===== config.mk =====
export PLATFORM = sky130hd
export DESIGN_NAME = vertex_rs
export DESIGN_NICKNAME = d
export VERILOG_FILES = /design/src/verilog/vertex_rs.sv
export VERILOG_INCLUDE_DIRS = /design/src /design/src/verilog
export SDC_FILE = /design/constraint.sdc
export NUM_CORES = 1
export LEC_CHECK = 0
export ABC_AREA = 1
export BUFFER_PORTS_ARGS = -buffer_cell sky130_fd_sc_hd__buf_4
export CORE_MARGIN = 4
export CORE_UTILIZATION = 45
export DETAILED_ROUTE_END_ITERATION = 8
export PLACE_DENSITY = 0.7
export SKIP_CTS_REPAIR_TIMING = 1
export SLEW_MARGIN = 20
export SYNTH_ARGS = -nofsm -noshare
export SYNTH_HDL_FRONTEND = slang
export SYNTH_SLANG_ARGS = --single-unit

===== constraint.sdc =====
create_clock -name clk -period 2.35 [get_ports clk]
set_clock_uncertainty 0.05 [all_clocks]
set_input_delay 0.47 -clock clk [delete_from_list [all_inputs] [get_ports clk]]
set_output_delay 0.47 -clock clk [all_outputs]
set_load 0.01 [all_outputs]

===== src/verilog/gnn_params.svh =====
`ifndef GNN_PARAMS_SVH
`define GNN_PARAMS_SVH

// slots per batch in each reservation station
`define NUM_PE 4

// feature fragments
`define FRAG_W 2
`define MAX_FRAGS 8
`define FV_W (`FRAG_W * `MAX_FRAGS)

// node identifiers and counts
`define NODE_ID_W 8
`define NCOUNT_W 5

// shared feature memory
`define WORD_W 16
`define MEM_DEPTH 64
`define ADDR_W 6

// streamer / station pairs
`define NUM_LANES 2

`endif


===== src/verilog/vertex_rs.sv =====
`timescale 1ns/10ps

`include "gnn_params.svh"

module vertex_rs (
    input  logic                                clk,
    input  logic                                reset,
    input  logic                                sos,
    input  logic                                eos,
    input  logic [`NODE_ID_W-1:0]               node_id,
    input  logic [`FRAG_W-1:0]                  frag,
    output logic                                valid,
    output logic [`NUM_PE-1:0][`FV_W-1:0]       fv_data,
    output logic [`NUM_PE-1:0][`NODE_ID_W-1:0]  slot_node_id
);

    localparam int SLOT_W = (`NUM_PE > 1) ? $clog2(`NUM_PE) : 1;
    localparam int IDX_W  = $clog2(`MAX_FRAGS);
    localparam int BIT_W  = $clog2(`FV_W);

    logic [`NUM_PE-1:0][`FV_W-1:0] slot_fv;
    logic [IDX_W-1:0]              count;
    logic                          counting;
    logic [SLOT_W-1:0]             slot_idx;
    logic                          eos_last;
    logic                          eos_rise;
    logic [BIT_W-1:0]              boundary;

    assign boundary = BIT_W'(count * `FRAG_W);
    assign eos_rise = eos && !eos_last;

    // fragment position within the current node
    always_ff @(posedge clk) begin
        if (reset) begin
            count    <= '0;
            counting <= 1'b0;
        end else begin
            if (sos) begin
                counting <= 1'b1;
                count    <= count + 1'b1;
            end
            if (counting) begin
                if ((count == IDX_W'(`MAX_FRAGS - 1)) || eos) begin
                    count    <= '0;
                    counting <= 1'b0;
                end else begin
                    count <= count + 1'b1;
                end
            end
        end
    end

    // slot pointer moves on each new eos
    always_ff @(posedge clk) begin
        if (reset) begin
            slot_idx <= '0;
            eos_last <= 1'b0;
        end else begin
            eos_last <= eos;
            if (eos_rise) begin
                slot_idx <= (slot_idx == SLOT_W'(`NUM_PE - 1)) ? '0 : slot_idx + 1'b1;
            end
        end
    end

    // untouched upper bits keep the older node's fragments
    always_ff @(posedge clk) begin
        if (reset) begin
            slot_fv      <= '0;
            slot_node_id <= '0;
        end else if (sos || counting) begin
            slot_fv[slot_idx][boundary +: `FRAG_W] <= frag;
            slot_node_id[slot_idx]                 <= node_id;
        end
    end

    // batch complete when the last slot sees its eos
    always_ff @(posedge clk) begin
        if (reset) begin
            valid <= 1'b0;
        end else begin
            valid <= eos_rise && (slot_idx == SLOT_W'(`NUM_PE - 1));
        end
    end

    assign fv_data = valid ? slot_fv : '0;

endmodule


* Word-level counts from Yosys, hierarchy flattened
Index checks and enable logic that the tools add are counted.
** Word-level totals
- Register bits after elaboration :: 104
- Bits of input ports :: 14
- Output and inout port bits :: 97
- Word-level logic and storage cells :: 43
** Operators by class
- Add/subtract/negate cells :: 3
- Magnitude comparators :: 2
- Equality and inequality tests :: 2
- Shift-type cells :: 2
- Muxes and demuxes :: 14
- Reduce and logical (&&, ||, !) cells :: 7
** Operator list (number)
- 64-bit bitwise mux :: 1
- 64-bit 2-to-1 mux :: 1
- 32-bit bitwise mux :: 1
- 16-bit demux with 2-bit select :: 1
- 8-bit demux with 2-bit select :: 1
- 16-bit 2-to-1 mux :: 1
- 2-bit by 6-bit variable shift with 16-bit output (first input constant) :: 1
- 2-bit by 6-bit indexed part select with 16-bit output :: 1
- 3-bit 2-to-1 mux :: 3
- 8-bit 2-to-1 mux :: 1
- 4-bit negator with 6-bit output :: 1
- 3-bit by 1-bit adder with 3-bit output (second input constant) :: 1
- 3-bit equality test (second input constant) :: 1
- 1-bit logical AND :: 3
- 2-bit by 3-bit < comparator with 1-bit output (second input constant) :: 1
- 1-bit 2-to-1 mux :: 3
- 2-bit by 1-bit adder with 2-bit output (second input constant) :: 1
- 2-bit equality test (second input constant) :: 1
- 2-bit by 1-bit greater-or-equal comparator with 1-bit output (second input constant) :: 1
- 1-bit logical OR :: 2
- 2-bit 2-to-1 mux :: 1
- 2-bit nonzero test :: 1
- 1-bit logical NOT :: 1

* Depth between registers and ports, before layout
- Word-level depth :: 5
- Mapped depth :: 11
- Gate-level depth less buffers :: 10

* Least setup slack after synthesis
No wires, ideal clock.
- Path type :: register -> register
- Start point :: register count[0]
- End point :: register slot_fv[12] (netlist name)
- Arrival time :: 1.752 ns
- Data required time :: 2.187 ns
- Setup slack :: 0.435 ns
- Stages on the path, launching flop included :: 10
- Path buffers :: 2
- Clock period less this slack :: 1.915 ns
- Cells stage by stage :: dfxtp_1 > buf_4 > inv_2 > ha_1 > ha_1 > buf_4 > nor2_1 > nand3_1 > nor2_1 > nor2_1
** Between the ends
- Longest elaborated chain between the ends :: 5
** RTL lines
- start, declared :: line vertex_rs.sv:22 : logic [IDX_W-1:0] count;
- start signal, assigned :: line vertex_rs.sv:40 : count <= count + 1'b1;
- start signal, assigned :: line vertex_rs.sv:47 : count <= count + 1'b1;
- 4-bit negator with 6-bit output * :: line vertex_rs.sv:72 : slot_fv[slot_idx][boundary +: `FRAG_W] <= frag;
- 2-bit by 6-bit variable shift with 16-bit output :: line vertex_rs.sv:72
- 16-bit 2-to-1 mux :: line vertex_rs.sv:72
- 16-bit demux with 2-bit select :: line vertex_rs.sv:72
- 64-bit bitwise mux * :: line vertex_rs.sv:72
- end signal, assigned by index :: line vertex_rs.sv:72
- end, declared :: line vertex_rs.sv:21 : logic [`NUM_PE-1:0][`FV_W-1:0] slot_fv;
Mark *: on every way between the ends. The rest lies on a longest branch, timed or not.
A chain may end at the register's enable or synchronous reset.

* Worst setup path in the final report
- Start point :: register count[1]
- End point :: register slot_fv[17] (netlist name)
Same word-level chain as after synthesis.

==> run summary <==
status - completed
Initial Util - 46.32%
mux contribution to synthesized area - 0%
I/O Pins - 111
fraction of layout cells with a size suffix above 1 - 18.20%
DP HPWL - 8545 um
FFs w/ async S/R, synth - 0%
Crit. End Element - flip-flop
clock buffer depth - 2
Leak - 3.572 nW
crit path time final - 2.023 ns
initial antenna violation count - 0
hold depth - 3
Slew Limit Fails - 0
Worst slew margin - 68.51%
final hold viol count - 0
HP Class - in2reg
Main synth FF type - dfxtp_1
MaxCap Viol Count - 0
FMAX - 494.3 MHz
Synth Warn # - 0
RSZ-0062 raised after global routing - no
EDFF count, synth - 0
Clock Root Buffer - clkbuf_8
TritonCTS clock tree - done
R2R Setup Slk - 0.33 ns
TritonCTS Buffers - 9
Slew @ Worst Pin - 0.4719 ns
crit path max fanout - 12
Storage cell area - 2083 um2
Setup TNS - 0 ns
routed vias/inst - 4.624
area occupied by multi-input gates - 2260 um2
H-tree levels - 3
post-synthesis compound-gate area fraction - 6.648%
Worst setup SP type - flip-flop
Yosys cell types - 23
total core area - 10890 um2
largest family of logic cells by synthesized area - simple AND/OR/NAND/NOR gates
Syn-to-layout area delta - 22.43%
n_diodes - 0
Die H - 113.9 um
Setup Viol. Count Final - 0
hold path endpoint - eos_last$_SDFF_PP0_
syn avg cell area - 6.400 um2
top cells by area, synth - dfxtp_1 41%, nor2_1 14%, nand2_1 13%, inv_1 10%, nand3_1 4.6%
cell taking the most area after synthesis - dfxtp_1
Residual DRC - 0
simple-gate portion of the synthesized area - 35.08%
#FFs+latches synth - 104
first-pass detailed-route iteration total - 5
Pwr Density - 571.6 nW/um2
Yosys top cell area share - 41.28%
Placed Area - 5967 um2
Clk Latency, worst-skew pair - 0.37 ns
Clock Sinks - 104
Synth Area in Adders - 2.977%
WL final - 12380 um
final hold slack - 0.2743 ns
FF-to-FF End - slot_fv[17]$_SDFFE_PP0P_
WS Path Type - reg2reg
WP data arrival - 2.28 ns
Nets - 911
largest net degree at the start of global routing - 91
top-count cell post-synth - nor2_1
worst reg2reg path startpoint - count[1]$_SDFFE_PP0P_
vias in the first global route - 4387
Total Routing Usage GR - 19.35%
Final Cycle Share - 86.08%
Final Cell Area - 6175 um2
Peak VDD IR - 318.1 uV
Hold Path Origin - eos
Initial DRC Count - 323
via count - 4763
syn nets - 814
Final ANT Viol Nets - 0
Synth Cell Area - 5044 um2
RePlAce Congestion - 0.8494
Synth Area in XOR/XNOR - 0%
Worst EP required - 2.61 ns
GRT overflow - 0
Worst R2R Path Depth - 8
# port buffers - 110
commonest cells in the netlist - 184 x nor2_1, 181 x nand2_1, 136 x inv_1
post-route worst setup slack - 0.3270 ns
Fillers - 1087
Post-Syn Instances - 788
die area - 12970 um2
Post-Place Worst Slack - 0.2068 ns
first-pass GRT wire length - 20910 um
FP Rows - 38
WL/cell - 12.02 um
post-synthesis sequential area ratio - 41.28%
Clk pin slew, worst setup/hold paths - 0.11 ns
die span in x - 113.9 um
## report_power, final
part           internal [W]  switching [W]  leakage (nW)
clock network      0.000431       0.000718         0.104
logic              0.000169       0.000352          2.62
registers           0.00182      0.0000359         0.844
total               0.00242        0.00111          3.57
## cells by family (layout without fill, tap and decap cells)
family                   count (synthesis)  after routing
buffers and inverters                  177            279
AND/OR/NAND/NOR                        431            431
flip-flops                             104            104
AO/OA/AOI/OAI                           64             64
adder cells (fa/ha/maj)                 12             12
## worst max-delay path by stage
stage / from / to / slack, ns / cells after the start
finish: count[1]$_SDFFE_PP0P_ / slot_fv[17]$_SDFFE_PP0P_ / 0.33 / 8
global route: count[1]$_SDFFE_PP0P_ / slot_fv[56]$_SDFFE_PP0P_ / 0.08 / 9
CTS: count[1]$_SDFFE_PP0P_ / slot_fv[16]$_SDFFE_PP0P_ / 0.20 / 9
detailed placement: count[1]$_SDFFE_PP0P_ / slot_fv[16]$_SDFFE_PP0P_ / 0.21 / 9
global placement: count[1]$_SDFFE_PP0P_ / slot_fv[48]$_SDFFE_PP0P_ / 0.26 / 9
floorplan: count[0]$_SDFFE_PP0P_ / slot_fv[12]$_SDFFE_PP0P_ / 0.43 / 9
## routing by layer
layer	wire (um)	track usage, %	vias to the layer above
li1	-	-	2534
met1	6000	27.58	2090
met2	5441	29.60	129
met3	816	4.721	10
met4	121	4.751	0
met5	0	0	-
## sequential cells by signal (all words and copies together) (netlist names)
name	cells
slot_node_id	32
count	3
valid	1
counting	1
slot_fv	64
slot_idx	2
eos_last	1
## cells in the final DEF (no fill, tap or decap)
cell type / instances
inv_8: 4
clkbuf_8: 9
nor2_1: 183
nor2_4: 6
a31oi_1: 8
a211oi_1: 1
nor3_1: 2
o21ai_0: 42
nand2_1: 181
nand2_4: 1
dfxtp_1: 103
nand4_1: 2
inv_2: 6
ha_1: 11
o21a_1: 1
nand3_1: 46
ha_2: 1
a21oi_1: 12
inv_1: 136
buf_4: 120
clkinv_4: 1
buf_12: 1
clkinv_8: 1
inv_6: 1
dfxtp_2: 1
nor2_2: 9
nand3_4: 1
## worst max-delay path: stages, from the launching register on
cell and delay, ns:
dfxtp_1 0.44, inv_1 0.09, ha_1 0.21, ha_2 0.36
inv_1 0.16, nand3_1 0.11, nor2_2 0.27, nand3_1 0.13
a21oi_1 0.15
## metrics by stage
stage | utilization (%) | total power [W] | std cells
3_3_place_gp | 54.80 | 0.002412 | 1014
2_1_floorplan | - | 0.002250 | 788
5_1_grt | 56.71 | 0.003702 | 1030
3_5_place_dp | 54.80 | 0.002412 | 1014
4_1_cts | 56.67 | 0.003558 | 1030
6_report | 56.71 | 0.003529 | 1030
## final cells by class
type                            instances  area share [%]
Multi-Input combinational cell        507           36.60
Sequential cell                       104           33.74
Timing Repair Buffer                  121           14.91
Inverter                              142           8.632
Tap cell                              140           2.837
Clock buffer                            9           2.006
Clock inverter                          7           1.277
No activity file was read; power rests on OpenSTA's default activity.
