### src/verilog/gnn_params.svh
`ifndef GNN_PARAMS_SVH
`define GNN_PARAMS_SVH

// slots per batch in each reservation station
`define NUM_PE 4

// feature fragments
`define FRAG_W 2
`define MAX_FRAGS 8
`define FV_W (`FRAG_W * `MAX_FRAGS)

// node identifiers and counts
`define NODE_ID_W 8
`define NCOUNT_W 5

// shared feature memory
`define WORD_W 16
`define MEM_DEPTH 64
`define ADDR_W 6

// streamer / station pairs
`define NUM_LANES 2

`endif

### src/verilog/gnn_pkg.sv
`include "gnn_params.svh"

package gnn_pkg;

    // header word of a node record
    typedef struct packed {
        logic [`WORD_W-`NODE_ID_W-3-1:0] spare;
        // fragment count minus one
        logic [2:0]                      last_frag;
        logic [`NODE_ID_W-1:0]           node_id;
    } node_hdr_t;

    // data word, one fragment in the low bits
    typedef struct packed {
        logic [`WORD_W-`FRAG_W-1:0] spare;
        logic [`FRAG_W-1:0]         frag;
    } node_data_t;

    // one memory word, read as header or data depending on record position
    typedef union packed {
        node_hdr_t  hdr;
        node_data_t data;
    } mem_word_u;

endpackage

### src/verilog/bank_streamer.sv
`timescale 1ns/10ps

`include "gnn_params.svh"

module bank_streamer
    import gnn_pkg::*;
(
    input  logic                  clk,
    input  logic                  reset,
    input  logic                  start,
    input  logic [`ADDR_W-1:0]    base_addr,
    input  logic [`NCOUNT_W-1:0]  node_count,
    output logic                  rd_req,
    output logic [`ADDR_W-1:0]    rd_addr,
    input  logic                  rd_gnt,
    input  mem_word_u             rd_data,
    output logic                  sos,
    output logic                  eos,
    output logic [`NODE_ID_W-1:0] node_id,
    output logic [`FRAG_W-1:0]    frag,
    output logic                  done
);

    localparam int IDX_W = $clog2(`MAX_FRAGS);

    localparam logic [2:0] S_IDLE = 3'd0;
    localparam logic [2:0] S_HDR  = 3'd1;
    localparam logic [2:0] S_DATA = 3'd2;
    localparam logic [2:0] S_EMIT = 3'd3;
    localparam logic [2:0] S_NEXT = 3'd4;

    logic [2:0]           state;
    logic [`NCOUNT_W-1:0] nodes_left;
    logic [IDX_W-1:0]     last_frag;
    logic [IDX_W:0]       req_idx;
    logic [IDX_W-1:0]     wr_idx;
    logic [IDX_W-1:0]     emit_idx;
    // rd_data holds our word this cycle
    logic                 pend;
    logic [`FRAG_W-1:0]   frag_buf [`MAX_FRAGS];

    // header needs a single request, data one per fragment
    assign rd_req = ((state == S_HDR) && !pend) ||
                    ((state == S_DATA) && (req_idx <= {1'b0, last_frag}));

    assign sos  = (state == S_EMIT) && (emit_idx == '0);
    assign eos  = (state == S_EMIT) && (emit_idx == last_frag);
    assign frag = frag_buf[emit_idx];
    assign done = (state == S_NEXT) && (nodes_left == 1);

    always_ff @(posedge clk) begin
        if (reset) begin
            state      <= S_IDLE;
            pend       <= 1'b0;
            rd_addr    <= '0;
            nodes_left <= '0;
            req_idx    <= '0;
            wr_idx     <= '0;
            emit_idx   <= '0;
        end else begin
            pend <= rd_gnt;
            // address runs straight on into the next record
            if (rd_gnt) begin
                rd_addr <= rd_addr + 1'b1;
            end
            case (state)
                S_IDLE: begin
                    if (start) begin
                        rd_addr    <= base_addr;
                        nodes_left <= node_count;
                        state      <= S_HDR;
                    end
                end
                S_HDR: begin
                    if (pend) begin
                        req_idx <= '0;
                        wr_idx  <= '0;
                        state   <= S_DATA;
                    end
                end
                S_DATA: begin
                    if (rd_gnt) begin
                        req_idx <= req_idx + 1'b1;
                    end
                    if (pend) begin
                        wr_idx <= wr_idx + 1'b1;
                        if (wr_idx == last_frag) begin
                            emit_idx <= '0;
                            state    <= S_EMIT;
                        end
                    end
                end
                S_EMIT: begin
                    if (eos) begin
                        state <= S_NEXT;
                    end else begin
                        emit_idx <= emit_idx + 1'b1;
                    end
                end
                S_NEXT: begin
                    nodes_left <= nodes_left - 1'b1;
                    emit_idx   <= '0;
                    state      <= (nodes_left == 1) ? S_IDLE : S_HDR;
                end
                default: state <= S_IDLE;
            endcase
        end
    end

    // record payload
    always_ff @(posedge clk) begin
        if ((state == S_HDR) && pend) begin
            node_id   <= rd_data.hdr.node_id;
            last_frag <= rd_data.hdr.last_frag;
        end
        if ((state == S_DATA) && pend) begin
            frag_buf[wr_idx] <= rd_data.data.frag;
        end
    end

endmodule

### config.mk
export PLATFORM = sky130hd
export DESIGN_NAME = bank_streamer
export DESIGN_NICKNAME = d
export VERILOG_FILES = /design/src/verilog/gnn_pkg.sv /design/src/verilog/bank_streamer.sv
export VERILOG_INCLUDE_DIRS = /design/src /design/src/verilog
export SDC_FILE = /design/constraint.sdc
export NUM_CORES = 1
export LEC_CHECK = 0
export ABC_AREA = 1
export BUFFER_PORTS_ARGS = -buffer_cell sky130_fd_sc_hd__buf_2
export CAP_MARGIN = 20
export CORE_MARGIN = 1.5
export CORE_UTILIZATION = 45
export CTS_CLUSTER_SIZE = 16
export DETAILED_ROUTE_END_ITERATION = 6
export HOLD_SLACK_MARGIN = 0.12
export PLACE_DENSITY = 0.66
export SETUP_SLACK_MARGIN = 0.5
export SLEW_MARGIN = 30
export SYNTH_ARGS = -nofsm -noshare
export SYNTH_HDL_FRONTEND = slang
export SYNTH_SLANG_ARGS = --single-unit
### constraint.sdc
create_clock -name clk -period 1.9 [get_ports clk]
set_input_delay 0.38 -clock clk [delete_from_list [all_inputs] [get_ports clk]]
set_output_delay 0.38 -clock clk [all_outputs]
set_load 0.02 [all_outputs]
Word level (Yosys, flattened, before mapping)
Memory sizes are Yosys's and may differ from the RTL's. A register that Yosys moved wholly into a read port is not among the register bits.
Index checks and enable logic that the tools add are counted.
Word-level totals
  flip-flop bits (word level): 36
  memory bits (writable): 16
  input port bits: 31
  output and inout port bits: 20
  memories kept: 1
Operators by class
  add/sub/neg operators: 5
  magnitude comparators: 1
  equal/unequal tests: 14
  muxes and demuxes: 26
  reduce and logical (&&, ||, !) cells: 19
Memory list
  frag_buf: depth 8, width 2, read ports 1, clocked after memory_dff 1, write ports 1, line bank_streamer.sv:40  | logic [`FRAG_W-1:0] frag_buf [`MAX_FRAGS];
Operator list (number)
  3-bit two-way mux: 12
  6-bit two-way mux: 3
  3-bit case mux with 5 select lines: 1
  2-bit != test, second input constant: 6
  5-bit case mux with 2 select lines: 1
  3-bit case mux with 3 select lines: 1
  4-bit two-way mux: 2
  4-bit case mux with 2 select lines: 1
  1-bit logical AND: 7
  3-bit by 1-bit adder with 3-bit output, second input constant: 2
  6-bit by 1-bit adder with 6-bit output, second input constant: 1
  3-bit by 2-bit equality test with 1-bit output, second input constant: 2
  3-bit equality test: 2
  3-bit logical NOT: 2
  3-bit case mux with 2 select lines: 1
  3-bit AND reduction: 2
  5-bit by 1-bit equality test with 1-bit output, second input constant: 1
  5-bit two-way mux: 1
  5-bit AND reduction: 1
  5-bit by 1-bit subtractor with 5-bit output, second input constant: 1
  4-bit by 1-bit adder with 4-bit output, second input constant: 1
  4-bit by 3-bit <= comparator with 1-bit output: 1
  4-bit AND reduction: 1
  2-bit nonzero test: 2
  other kinds (8): 10

Logic depth before layout (Yosys ltp)
  depth after elaboration: 6
  depth in mapped cells: 10
  mapped depth without buffers: 10

Worst setup path after synthesis
No wires, ideal clock.
  path type: register to output
  from: register last_frag[2]
  to: output port rd_req
  arrival: 1313 ps
  data required time: 1520 ps
  slack: 207 ps
  stages on the path, launching flop included: 7
  path buffers: 0
  cells stage by stage: edfxtp_1 inv_1 ha_1 a21oi_1 o21ai_0 a211o_1 nand2_1
Between the ends
  cells in the longest elaborated chain, start to end: 3
RTL lines
  start, declared: line bank_streamer.sv:34  | logic [IDX_W-1:0] last_frag;
  start signal, assigned: line bank_streamer.sv:114  | last_frag <= rd_data.hdr.last_frag;
  4-bit by 3-bit <= comparator with 1-bit output: line bank_streamer.sv:44  | ((state == S_DATA) && (req_idx <= {1'b0, last_frag}));
  1-bit logical AND: line bank_streamer.sv:44
  1-bit logical OR: line bank_streamer.sv:43  | assign rd_req = ((state == S_HDR) && !pend) ||
  end, declared: line bank_streamer.sv:13  | output logic rd_req,
Every way passes these cells.

Worst setup path after layout
  from: register last_frag[0]
  to: output port rd_req
Same word-level chain as after synthesis.

==> summary.txt <==
Synthesis
  – Synth unique cells: 36
  – Dominant cells by area after synthesis: edfxtp_1, dfxtp_1, nand2_1
  – Mapped Cells: 304
  – Seq/Total Area, Yosys: between 50% and 60%
  – Yosys top cell area share: a little under a third
  – Area of the mapped netlist: 2634 µm²
  – Synthesis-stage register bit count: 55
  – Synth Area per Inst: 8.664 µm²
  – Synth Warn #: 0
  – Syn_nets: around 350
  – Area leader, netlist: edfxtp_1

Final layout
  – Antenna cells: 0
  – Fin area: ~3700 µm²
  – Register area: between 1000 and 1500 µm²
  – Finished Core Util: roughly 67%
  – Layout cells sized above 1: about 44%
  – FILL cells: 440
  – Fin cells: roughly 450
  – Area Growth Syn to Fin: 42.33%
  – Multi-input logic area: 1455 µm²
  – Final net count: between 400 and 500

STA
  – Final Max Slew Viols: 0
  – Post-layout min period: ~2100 ps
  – Fin crit share: 111.2%
  – Clock Skew: just under 3 ps
  – Hold slack: 224.4 ps
  – Setup TNS: -212.5 ps
  – Final Hold Vio Count: 0
  – Worst setup margin: -212.5 ps
  – FMAX: between 0.4 and 0.5 GHz
  – Final setup viols: 1
  – Worst-margin pin slew: between 400 and 500 ps
  – RSZ-0062 raised after global routing: yes
  – Relative slew slack: a little under 70%

Detailed routing
  – Drt wl/cell: between 10 and 15 µm
  – DRT iter0 DRCs: 133
  – First drt pass iteration count: 4
  – Final WL: between 6000 and 7000 µm
  – Via count: between 2k and 2.5k
  – # DRC: 0
  – ANT nets after route: 0
  – Drt via density: between 5 and 6

Global route
  – Number of global-route vias before repair: about 2.2k
  – Grt met1 use: 25.51%
  – GRT overflow: 0
  – GR Util All Layers: between 20% and 30%
  – Largest net degree at the start of global routing: 20
  – M2 GR Usage: a little over a third
  – First-pass GRT wire length: approximately 10,000 µm
  – Initial antenna violation count: 0
  – Global Route met3 Usage: 3.771%
  – Gr busiest metal: met2

Place
  – Port Buffers: 45
  – Placed Area: 2962 µm²
  – GP Congestion: 0.7970
  – Place WS: around 94 ps
  – HPWL Detailed: roughly 3800 µm
  – Placed insts: 417

Setup path
  – Reg2reg path depth: 9
  – CP max stage cell: edfxtp_1
  – Worst Setup End Kind: primary output
  – CP max FO: 4
  – CP Class: register to primary output
  – Crit Reg-Reg Startpoint: state[0]
  – FF-to-FF End: frag_buf[1][1]
  – Crit path buf inv count: 1
  – Worst path required time: roughly 1500 ps
  – CP Cell Sequence: ha_1, nand3_1, a211o_1, nand2_2, buf_6
  – Delay-heaviest family, CP: flip-flops
  – CP arrival: 1730 ps
  – Crit path largest cell delay: about 500 ps
  – Startpoint types: register
  – Reg-to-reg setup timing slack: 240 ps

Pwr
  – Total power: 3.770 mW
  – Int Power: about 2.3 mW
  – Power per standard cell area: 1006 nW/µm²
  – Cell leakage power: ~1.6 nW
  – Switching Share: about 38%
  – Sequential Power Share: between 30% and 40%
  – Max VDD drop: roughly 0.00055 V
  – Combinational Power Share: roughly 40%
  – Clock power frac: a little over a fifth
  – Switching Power: roughly 1.4 mW

Floorplanning
  – Io pins: 51
  – Die Height: 79.51 µm
  – Die Wd: approximately 80 µm
  – Core area: about 5600 µm²
  – Die ar.: about 6300 µm²
  – Floorplan row count: 27
  – Initial Util: a little under half

Outcome
  – Failing checks: negative setup slack
  – Status: finished with violations

Clock network
  – TritonCTS clock tree: built
  – Clk slew on worst S/H paths: ~100 ps
  – Htree depth: 2
  – Root Driver: clkbuf_8
  – CTS Sinks: between 50 and 60
  – Cts hold-fix bufs: 0
  – Worst skew pair latency: about 320 ps
  – Number of buffers created by CTS: 5
  – Largest buffer count on any clock path: 2

Min path
  – Min-delay worst type: input port to register
  – Hold-critical path depth: 1
  – Hold_sp: rd_data[2]
  – Hold worst-path end: node_id[2]

Job
  – Max-Cap Viols: 0
-- per-layer routing --
layer | vias up | wire length (µm) | share of wire, %
li1 | 1154 | - | -
met1 | 1106 | 2733 | 42
met2 | 60 | 3417 | 52
met3 | 8 | 334 | 5.1
met4 | 0 | 95 | 1.4
met5 | - | 0 | 0
-- cell usage in the layout, fill, tap and decap left out, drive strengths merged --
cell type and count:
nor2 47, clkbuf 6, dfxtp 28, clkinvlp 2, a31oi 2, o21ai 16
o211ai 2, nand3 18, o21a 1, xnor2 4, nand4 3, nand2 67
o32ai 4, buf 71, a211o 1, inv 41, o21bai 1, nor3 3
xor2 3, a21oi 18, edfxtp 27, or2 2, ha 10, clkinv 1
o221ai 1
-- timing repair --
action                     in CTS  in global routing
setup endpoints to repair      41                 53
pin swaps                      20                 14
setup buffers                  19                  6
cloned                          0                  1
gates resized for setup        94                 42
-- synth_stat cells (all sizes together) --
cell type / count
a31oi: 2
xor2: 3
o32ai: 4
nand2: 67
o21a: 1
o21bai: 1
clkbuf: 3
o211ai: 2
dfxtp: 28
xnor2: 4
a21oi: 18
ha: 10
nor3: 3
nand3: 18
nand4: 3
inv: 41
or2: 2
nor2: 47
edfxtp: 27
a211o: 1
o21ai: 16
buf: 2
o221ai: 1
-- cell families after synthesis --
logic type,share of synthesized area [%]
and+or+nand+nor,23.85
DFF,52.07
AOI/OAI and AO/OA,10.26
buffers and inverters,6.746
adders and majority gates,4.751
xor gates and xnor gates,2.328
-- power by group through the flow --
stage | registers (mW) | clock network (mW) | logic [mW]
3_3_place_gp | 1.47 | 0 | 0.902
4_1_cts | 1.48 | 0.793 | 1.21
6_report | 1.50 | 0.786 | 1.49
5_1_grt | 1.51 | 0.833 | 1.61
3_5_place_dp | 1.47 | 0 | 0.922
2_1_floorplan | 1.51 | 0 | 0.661
-- worst register-to-register path: stages (launching register included) --
cell,delay [ps]
dfxtp_4,380
buf_12,130
nor2_4,110
nand2_2,70
buf_6,140
inv_8,70
nand2_8,80
nor2_4,130
clkinv_4,120
nor3_4,150
-- final cells by class --
| cell class | instances | share of cell area (%) |
|---|---|---|
| Multi-Input combinational cell | 203 | 38.82 |
| Clock inverter | 2 | 0.5340 |
| Tap cell | 72 | 2.403 |
| Sequential cell | 55 | 37.28 |
| Inverter | 41 | 5.207 |
| Timing Repair inverter | 1 | 0.2003 |
| Timing Repair Buffer | 71 | 13.05 |
| Clock buffer | 6 | 2.503 |
-- registers in the layout, summed over array words and instances, names as in the netlist, named ones only --
name        cells
frag_buf       16
rd_addr         6
pend            1
nodes_left      5
req_idx         4
node_id         8
emit_idx        3
wr_idx          3
state           3
last_frag       3
-- worst max-delay path by stage --
stage / endpoint / depth (start not counted) / from
global route: rd_req / 5 / last_frag[0]
detailed placement: rd_req / 7 / last_frag[1]
global placement: rd_req / 7 / last_frag[2]
finish: rd_req / 5 / last_frag[0]
floorplan: rd_req / 6 / last_frag[2]
CTS: rd_req / 7 / last_frag[2]
Note: power is estimated with default switching activity, not from simulation.
